`config.mk`:
```
export PLATFORM = sky130hd
export DESIGN_NAME = robCore
export DESIGN_NICKNAME = d
export VERILOG_FILES = /design/src/robPkg.sv /design/src/regStatus.sv /design/src/dispatchStage.sv /design/src/executeStage.sv /design/src/reorderBuffer.sv /design/src/robCore.sv
export SDC_FILE = /design/constraint.sdc
export NUM_CORES = 2
export LEC_CHECK = 0
export BUFFER_PORTS_ARGS = -buffer_cell sky130_fd_sc_hd__buf_2
export CORE_MARGIN = 2
export CORE_UTILIZATION = 26
export CTS_BUF_LIST = sky130_fd_sc_hd__clkbuf_4
export DETAILED_ROUTE_END_ITERATION = 6
export SYNTH_ARGS = -nofsm -noshare
export SYNTH_HDL_FRONTEND = slang
export SYNTH_SLANG_ARGS = --single-unit
export TNS_END_PERCENT = 50
```
`constraint.sdc`:
```
create_clock -name clk -period 16.3 [get_ports clk]
set_clock_uncertainty 0.05 [all_clocks]
set_input_delay 2.445 -clock clk [delete_from_list [all_inputs] [get_ports clk]]
set_output_delay 2.445 -clock clk [all_outputs]
set_load 0.02 [all_outputs]
```
`src/robPkg.sv`:
```
package robPkg;

    localparam int RobDepth = 8;

    // widths that carry a meaning
    typedef logic [2:0]  tagT;
    typedef logic [2:0]  regIdxT;
    typedef logic [31:0] dataT;
    typedef logic [2:0]  opCodeT;

    localparam opCodeT OpAdd = 3'd0;
    localparam opCodeT OpSub = 3'd1;
    localparam opCodeT OpXor = 3'd2;
    localparam opCodeT OpMul = 3'd3;
    // dest takes the immediate
    localparam opCodeT OpLdi = 3'd4;

    typedef struct packed {
        opCodeT op;
        regIdxT dest;
        regIdxT srcA;
        regIdxT srcB;
        dataT   imm;
    } instrT;

    // either a value or the tag of the entry that will produce it
    typedef struct packed {
        logic pending;
        tagT  tag;
        dataT value;
    } operandT;

    typedef struct packed {
        logic    valid;
        opCodeT  op;
        tagT     tag;
        regIdxT  dest;
        operandT opA;
        operandT opB;
    } issueT;

    typedef struct packed {
        logic valid;
        tagT  tag;
        dataT data;
    } wbT;

    typedef struct packed {
        logic valid;
        dataT data;
    } readPortT;

    typedef struct packed {
        logic   valid;
        tagT    tag;
        regIdxT dest;
        dataT   data;
    } commitT;

endpackage

```
`src/regStatus.sv`:
```
`timescale 1ns/10ps

module regStatus
    import robPkg::*;
(
    input  logic    clk,
    input  logic    rst,
    input  regIdxT  srcA,
    input  regIdxT  srcB,
    output operandT opA,
    output operandT opB,
    input  logic    rename,
    input  regIdxT  renameDest,
    input  tagT     renameTag,
    input  commitT  commit
);

    dataT       regData [8];
    tagT        mapTag  [8];
    logic [7:0] pending;

    logic clearHit;

    // value of a register, or the tag it waits for
    function automatic operandT lookUp(input regIdxT idx);
        operandT res;
        res.pending = 1'b0;
        res.tag     = mapTag[idx];
        res.value   = regData[idx];
        if (pending[idx]) begin
            // the entry is already gone from the buffer while its commit is in flight
            if (commit.valid && commit.tag == mapTag[idx]) begin
                res.value = commit.data;
            end else begin
                res.pending = 1'b1;
            end
        end
        return res;
    endfunction

    always_comb begin
        opA = lookUp(srcA);
        opB = lookUp(srcB);
    end

    // only the newest writer of a register may clear its pending bit
    assign clearHit = commit.valid && pending[commit.dest] && mapTag[commit.dest] == commit.tag;

    always_ff @(posedge clk) begin
        if (rst) begin
            pending <= '0;
            for (int i = 0; i < 8; i++) begin
                regData[i] <= '0;
            end
        end else begin
            if (commit.valid) begin
                regData[commit.dest] <= commit.data;
            end
            if (clearHit) begin
                pending[commit.dest] <= 1'b0;
            end
            // a rename in the same cycle wins over the clear
            if (rename) begin
                pending[renameDest] <= 1'b1;
            end
        end
    end

    always_ff @(posedge clk) begin
        if (rename) begin
            mapTag[renameDest] <= renameTag;
        end
    end

endmodule

```
`src/dispatchStage.sv`:
```
`timescale 1ns/10ps

module dispatchStage
    import robPkg::*;
(
    input  logic     clk,
    input  logic     rst,
    input  logic     req,
    output logic     ack,
    input  instrT    instr,
    output regIdxT   srcA,
    output regIdxT   srcB,
    input  operandT  opA,
    input  operandT  opB,
    output tagT      readTagA,
    output tagT      readTagB,
    input  readPortT readA,
    input  readPortT readB,
    input  logic     robFree,
    output logic     alloc,
    input  tagT      freeTag,
    output logic     rename,
    output regIdxT   renameDest,
    input  logic     accept,
    output issueT    issue
);

    logic  slotValid;
    instrT slotInstr;
    logic  capture;
    logic  doIssue;

    // pending tag answered by the reorder buffer becomes a value
    function automatic operandT resolve(input operandT op, input readPortT rd);
        operandT res;
        res = op;
        if (op.pending && rd.valid) begin
            res.pending = 1'b0;
            res.value   = rd.data;
        end
        return res;
    endfunction

    assign capture = req && !ack && !slotValid;
    assign doIssue = slotValid && robFree && accept;

    always_ff @(posedge clk) begin
        if (rst) begin
            slotValid <= 1'b0;
            ack       <= 1'b0;
        end else if (capture) begin
            slotValid <= 1'b1;
            ack       <= 1'b1;
        end else begin
            if (!req) begin
                ack <= 1'b0;
            end
            if (doIssue) begin
                slotValid <= 1'b0;
            end
        end
    end

    always_ff @(posedge clk) begin
        if (capture) begin
            slotInstr <= instr;
        end
    end

    // lookups run every cycle so a waiting instruction sees current state
    assign srcA     = slotInstr.srcA;
    assign srcB     = slotInstr.srcB;
    assign readTagA = opA.tag;
    assign readTagB = opB.tag;

    assign alloc      = doIssue;
    assign rename     = doIssue;
    assign renameDest = slotInstr.dest;

    always_comb begin
        issue.valid = doIssue;
        issue.op    = slotInstr.op;
        issue.tag   = freeTag;
        issue.dest  = slotInstr.dest;
        if (slotInstr.op == OpLdi) begin
            issue.opA = '{pending: 1'b0, tag: '0, value: slotInstr.imm};
            issue.opB = '{pending: 1'b0, tag: '0, value: '0};
        end else begin
            issue.opA = resolve(opA, readA);
            issue.opB = resolve(opB, readB);
        end
    end

endmodule

```
`src/executeStage.sv`:
```
`timescale 1ns/10ps

module executeStage
    import robPkg::*;
#(
    parameter int MulLatency = 3
) (
    input  logic  clk,
    input  logic  rst,
    input  issueT issue,
    output logic  accept,
    output wbT    wb
);

    issueT waitOp;
    wbT    mulPipe [MulLatency];
    wbT    mulLast;
    dataT  aluResult;
    dataT  mulProduct;
    logic  opsReady;
    logic  aluGo;
    logic  mulGo;

    assign mulLast  = mulPipe[MulLatency-1];
    assign opsReady = waitOp.valid && !waitOp.opA.pending && !waitOp.opB.pending;
    assign mulGo    = opsReady && waitOp.op == OpMul;
    // a finishing multiply owns the write-back port, the ALU op stays put
    assign aluGo    = opsReady && waitOp.op != OpMul && !mulLast.valid;
    assign accept   = !waitOp.valid || aluGo || mulGo;

    always_comb begin
        case (waitOp.op)
            OpAdd:   aluResult = waitOp.opA.value + waitOp.opB.value;
            OpSub:   aluResult = waitOp.opA.value - waitOp.opB.value;
            OpXor:   aluResult = waitOp.opA.value ^ waitOp.opB.value;
            // ldi carries its immediate in opA
            default: aluResult = waitOp.opA.value;
        endcase
    end

    assign mulProduct = waitOp.opA.value * waitOp.opB.value;

    always_ff @(posedge clk) begin
        if (rst) begin
            waitOp.valid <= 1'b0;
        end else if (accept) begin
            waitOp <= issue;
        end else begin
            // snoop write-back for operands still waiting on a tag
            if (wb.valid && waitOp.opA.pending && wb.tag == waitOp.opA.tag) begin
                waitOp.opA.pending <= 1'b0;
                waitOp.opA.value   <= wb.data;
            end
            if (wb.valid && waitOp.opB.pending && wb.tag == waitOp.opB.tag) begin
                waitOp.opB.pending <= 1'b0;
                waitOp.opB.value   <= wb.data;
            end
        end
    end

    // multiplier shift pipeline carrying the tag with the product
    always_ff @(posedge clk) begin
        if (rst) begin
            for (int i = 0; i < MulLatency; i++) begin
                mulPipe[i].valid <= 1'b0;
            end
        end else begin
            mulPipe[0].valid <= mulGo;
            for (int i = 1; i < MulLatency; i++) begin
                mulPipe[i].valid <= mulPipe[i-1].valid;
            end
        end
        mulPipe[0].tag  <= waitOp.tag;
        mulPipe[0].data <= mulProduct;
        for (int i = 1; i < MulLatency; i++) begin
            mulPipe[i].tag  <= mulPipe[i-1].tag;
            mulPipe[i].data <= mulPipe[i-1].data;
        end
    end

    always_ff @(posedge clk) begin
        if (rst) begin
            wb.valid <= 1'b0;
        end else begin
            wb.valid <= mulLast.valid || aluGo;
        end
        if (mulLast.valid) begin
            wb.tag  <= mulLast.tag;
            wb.data <= mulLast.data;
        end else begin
            wb.tag  <= waitOp.tag;
            wb.data <= aluResult;
        end
    end

endmodule

```
`src/reorderBuffer.sv`:
```
`timescale 1ns/10ps

module reorderBuffer
    import robPkg::*;
(
    input  logic     clk,
    input  logic     rst,
    input  logic     alloc,
    input  regIdxT   allocDest,
    output tagT      freeTag,
    output logic     robFree,
    input  wbT       wb,
    input  tagT      readTagA,
    input  tagT      readTagB,
    output readPortT readA,
    output readPortT readB,
    output commitT   commit
);

    logic [RobDepth-1:0] busy;
    logic [RobDepth-1:0] done;
    regIdxT              destMem [RobDepth];
    dataT                dataMem [RobDepth];

    tagT  head;
    tagT  tail;
    logic headDone;

    // answer for one read port, same-cycle write-back forwarded
    function automatic readPortT readEntry(input tagT t);
        readPortT res;
        res.valid = 1'b0;
        res.data  = dataMem[t];
        if (wb.valid && wb.tag == t) begin
            res.valid = 1'b1;
            res.data  = wb.data;
        end else if (busy[t] && done[t]) begin
            res.valid = 1'b1;
        end
        return res;
    endfunction

    always_comb begin
        readA = readEntry(readTagA);
        readB = readEntry(readTagB);
    end

    // tail is the next entry to hand out
    assign freeTag  = tail;
    assign robFree  = ~&busy;
    assign headDone = busy[head] && done[head];

    always_ff @(posedge clk) begin
        if (rst) begin
            busy <= '0;
            done <= '0;
            head <= '0;
            tail <= '0;
        end else begin
            if (wb.valid) begin
                done[wb.tag] <= 1'b1;
            end
            if (headDone) begin
                busy[head] <= 1'b0;
                head       <= head + tagT'(1);
            end
            if (alloc) begin
                busy[tail] <= 1'b1;
                done[tail] <= 1'b0;
                tail       <= tail + tagT'(1);
            end
        end
    end

    always_ff @(posedge clk) begin
        if (alloc) begin
            destMem[tail] <= allocDest;
        end
        if (wb.valid) begin
            dataMem[wb.tag] <= wb.data;
        end
    end

    // at most one commit per cycle, taken from stored state only
    always_ff @(posedge clk) begin
        if (rst) begin
            commit.valid <= 1'b0;
        end else begin
            commit.valid <= headDone;
        end
        commit.tag  <= head;
        commit.dest <= destMem[head];
        commit.data <= dataMem[head];
    end

endmodule

```
`src/robCore.sv`:
```
`timescale 1ns/10ps

module robCore
    import robPkg::*;
#(
    parameter int MulLatency = 3
) (
    input  logic   clk,
    input  logic   rst,
    input  logic   req,
    input  instrT  instr,
    output logic   ack,
    output commitT commit
);

    regIdxT   srcA;
    regIdxT   srcB;
    operandT  opA;
    operandT  opB;
    tagT      readTagA;
    tagT      readTagB;
    readPortT readA;
    readPortT readB;
    logic     robFree;
    logic     alloc;
    tagT      freeTag;
    logic     rename;
    regIdxT   renameDest;
    logic     accept;
    issueT    issue;
    wbT       wb;

    regStatus regStatus0 (
        .clk        (clk),
        .rst        (rst),
        .srcA       (srcA),
        .srcB       (srcB),
        .opA        (opA),
        .opB        (opB),
        .rename     (rename),
        .renameDest (renameDest),
        .renameTag  (freeTag),
        .commit     (commit)
    );

    dispatchStage dispatchStage0 (
        .clk        (clk),
        .rst        (rst),
        .req        (req),
        .ack        (ack),
        .instr      (instr),
        .srcA       (srcA),
        .srcB       (srcB),
        .opA        (opA),
        .opB        (opB),
        .readTagA   (readTagA),
        .readTagB   (readTagB),
        .readA      (readA),
        .readB      (readB),
        .robFree    (robFree),
        .alloc      (alloc),
        .freeTag    (freeTag),
        .rename     (rename),
        .renameDest (renameDest),
        .accept     (accept),
        .issue      (issue)
    );

    executeStage #(
        .MulLatency (MulLatency)
    ) executeStage0 (
        .clk    (clk),
        .rst    (rst),
        .issue  (issue),
        .accept (accept),
        .wb     (wb)
    );

    // allocation dest is the renamed register
    reorderBuffer reorderBuffer0 (
        .clk       (clk),
        .rst       (rst),
        .alloc     (alloc),
        .allocDest (renameDest),
        .freeTag   (freeTag),
        .robFree   (robFree),
        .wb        (wb),
        .readTagA  (readTagA),
        .readTagB  (readTagB),
        .readA     (readA),
        .readB     (readB),
        .commit    (commit)
    );

endmodule

```
==> results.ini <==
[die]
rows=177
die-area_sq_mm=0.237
die_x_microns=487
start_util_pct=26.1
ios=87
chipHeight_microns=487
core_sq_mm=0.232

[timing]
hold_viol=0
rsz0062_at_grt=false
slew_viol_final=0
whs_ns=0.263
tightestPinTransition_ns=1.16
period_share_pct=46.7
setup_viol=0
fmax_ghz=0.131
tns_ns=0
period_needed_ns=7.61
slew_headroom_pct=21.8

[drt]
route.antenna.remaining_nets=0
route.detailed.drc=5
wl_microns=192000
wl_per_cell_microns=22.6
viasPerCell=5.04
num_vias=43000
drt-initial-drc-count=4158
dr.pass1.iters=7

[run]
max_cap_violations=0

[setup_path]
max_stage_delay_ns=0.81
path_class=register to register
critPathMaxFanout=25
crit_top_cell=fa_1
cp_slowest_cell=edfxtp_1
cp.arrival_ns=8.67
critPathCaptureType=register
crit_required_ns=17.36
cp-start-kind=register
worstPathCellList=and2_1 -> fa_1 -> inv_1 -> fa_1 -> fa_1 -> fa_1 -> fa_1 -> inv_1 -> fa_1 -> fa_1 -> fa_1 -> ha_1 -> a2111oi_0 -> nor2b_1 -> or4b_1 -> a31o_2 -> a21oi_1 -> xnor2_1

[placement]
portBuffers=86
gp_congestion=0.896
post_dp_cell_area_sq_mm=0.0642
dp_hpwl_microns=124000
dp.cells=8042

[layout]
final_area_sq_mm=0.0676
drive_above_1_share_pct=17.9
nFillCells=23700
syn2layout_area_growth_pct=11.6
fin_cells=8525
multiInputGateArea_sq_mm=0.0328
register_area_sq_mm=0.0250
nets=5905

[hold_path]
hp-class=register to register

[cts]
clk_latency_ns=1.25
tritoncts=done
cts_buffer_depth=4
holdBufCountCts=0
clk_pin_slew_ns=0.07
cts_root_buffer=clkbuf_4
clock-sinks=904
cts_max_level=5
ctsResizeCount=0
cts_setup_buffers=0
numCtsBuffers=275

[global_route]
grt_pass1_wl_microns=286000
antenna_found_initial=6
grt_max_degree=74
grt_pass1_vias=44700
grt_use_total_pct=16.0
grt_overflow=0

[status]
status=complete, but fails checks
failed_checks=DRC

[yosys]
synth_edf_count=682
synth.largest_area_cell=edfxtp_1
yosys_most_used_dff=edfxtp_1
synth.ff_latch_count=904
synth_area_sq_mm=0.0606
postSynthNetCount=5817
syn_avg_cell_area_sq_um=11.7
synthCells=5188
synth.distinct_cells=79
synth_top_area_share_pct=33.8
yosys-top-cells-area=edfxtp_1 (34%), fa_1 (14%), mux4_2 (8.3%)
synthArstFlopShare_pct=0
synth-seq-area-share_pct=41.2
yosysWarnings=0

==> layout by cell type, fill, tap and decap left out, drive strengths merged, types with 20 or more instances in the layout <==
master  synthesis  routed
ha            173     173
nor2b          82      82
mux2i         206     206
a22oi          46      46
clkbuf        280     406
mux2           67      67
a221oi         38      38
o211ai         68      68
xnor2         107     107
dfxtp         222     222
a21o           24      24
nand3          82      82
buf            86     177
o21ai         127     127
a211oi        112     112
xor2           65      65
nor2          106     106
and2          586     586
mux4          222     222
nor3           40      40
nand2b         20      20
a32oi          32      32
a21oi         219     219
inv           413     419
clkinv          0      62
fa            409     409
nand2         523     523
edfxtp        682     682
==> sequential cells by signal (all words and copies together), names as in the netlist, 8 cells and up, named ones only <==
signal	flops
reorderBuffer0.commit	39
dispatchStage0.slotInstr	32
executeStage0.waitOp	79
executeStage0.mulPipe	108
regStatus0.pending	8
reorderBuffer0.dataMem	256
executeStage0.wb	36
regStatus0.mapTag	24
reorderBuffer0.destMem	24
reorderBuffer0.done	8
regStatus0.regData	256
reorderBuffer0.busy	8
==> area by class of cell <==
| cell class | instances | area share [%] |
|---|---|---|
| Tap cell | 3043 | 5.63 |
| Multi-Input combinational cell | 3505 | 48.5 |
| Clock inverter | 70 | 0.481 |
| Timing Repair Buffer | 177 | 1.65 |
| Sequential cell | 904 | 36.9 |
| Inverter | 413 | 2.29 |
| Antenna cell | 7 | 0.0259 |
| Clock buffer | 406 | 4.51 |
==> cells in the mapped netlist (all sizes together), types with 14 or more instances <==
library cell  count
clkbuf          280
a21oi           219
or2              14
fa              409
a221oi           38
xor2             65
nor2            106
mux4            222
o211ai           68
dfxtp           222
mux2             67
xnor2           107
nor3             40
inv             413
nand2           523
o21ai           127
a22oi            46
buf              86
ha              173
mux2i           206
and2            586
nand2b           20
edfxtp          682
nand3            82
a32oi            32
nor2b            82
a211oi          112
a21o             24
==> logic make-up (layout without fill, tap and decap cells) <==
group	Yosys count	after routing	share of synthesized area (%)
XOR/XNOR	172	172	2.49
AO/OA/AOI/OAI	740	740	8.23
adder cells (fa/ha/maj)	582	582	17.1
flip-flops	904	904	41.2
AND/OR/NAND/NOR	1516	1516	12.9
multiplexers	495	495	13.0
buffers and inverters	779	1066	5.10
other	0	7	0
==> metrics by stage <==
step / worst slack (ns) / utilization, %
global placement: 8.72 / 27.7
detailed placement: 8.70 / 27.7
finish: 8.69 / 29.1
CTS: 8.65 / 29.1
global route: 8.30 / 29.1
floorplan: 9.23 / -
==> critical path: cells and delay by family (launching register included) <==
kind	cells	cell delay, ns
buffers and inverters	2	0.10
AOI/OAI and AO/OA	3	0.92
and+or+nand+nor	3	1.21
adders and majority gates	9	4.30
xor gates and xnor gates	1	0.12
DFF	1	0.81
==> metal layers <==
metal  vias up  wire length (microns)  GRT usage [%]
li1      18500                      -              -
met1     21700                  76600           20.7
met2      2263                  89000           25.5
met3       441                  18200           3.50
met4         2                   8590           7.30
met5         -                     14              0
==> path summary, 6_finish.rpt <==
path,startpoint,end,slack [ns],cells past startpoint
setup / recovery,executeStage0.waitOp[11],executeStage0.mulPipe[0][29],8.69,18
hold / removal,executeStage0.mulPipe[1][18],executeStage0.mulPipe[2][18],0.26,0
setup reg to reg,executeStage0.waitOp[11],executeStage0.mulPipe[0][29],8.69,18
hold reg to reg,executeStage0.mulPipe[1][18],executeStage0.mulPipe[2][18],0.26,0
Power is left out: the tool's default activity adds up to more than one toggle a clock period on the data nets, which glitch-free logic cannot reach.
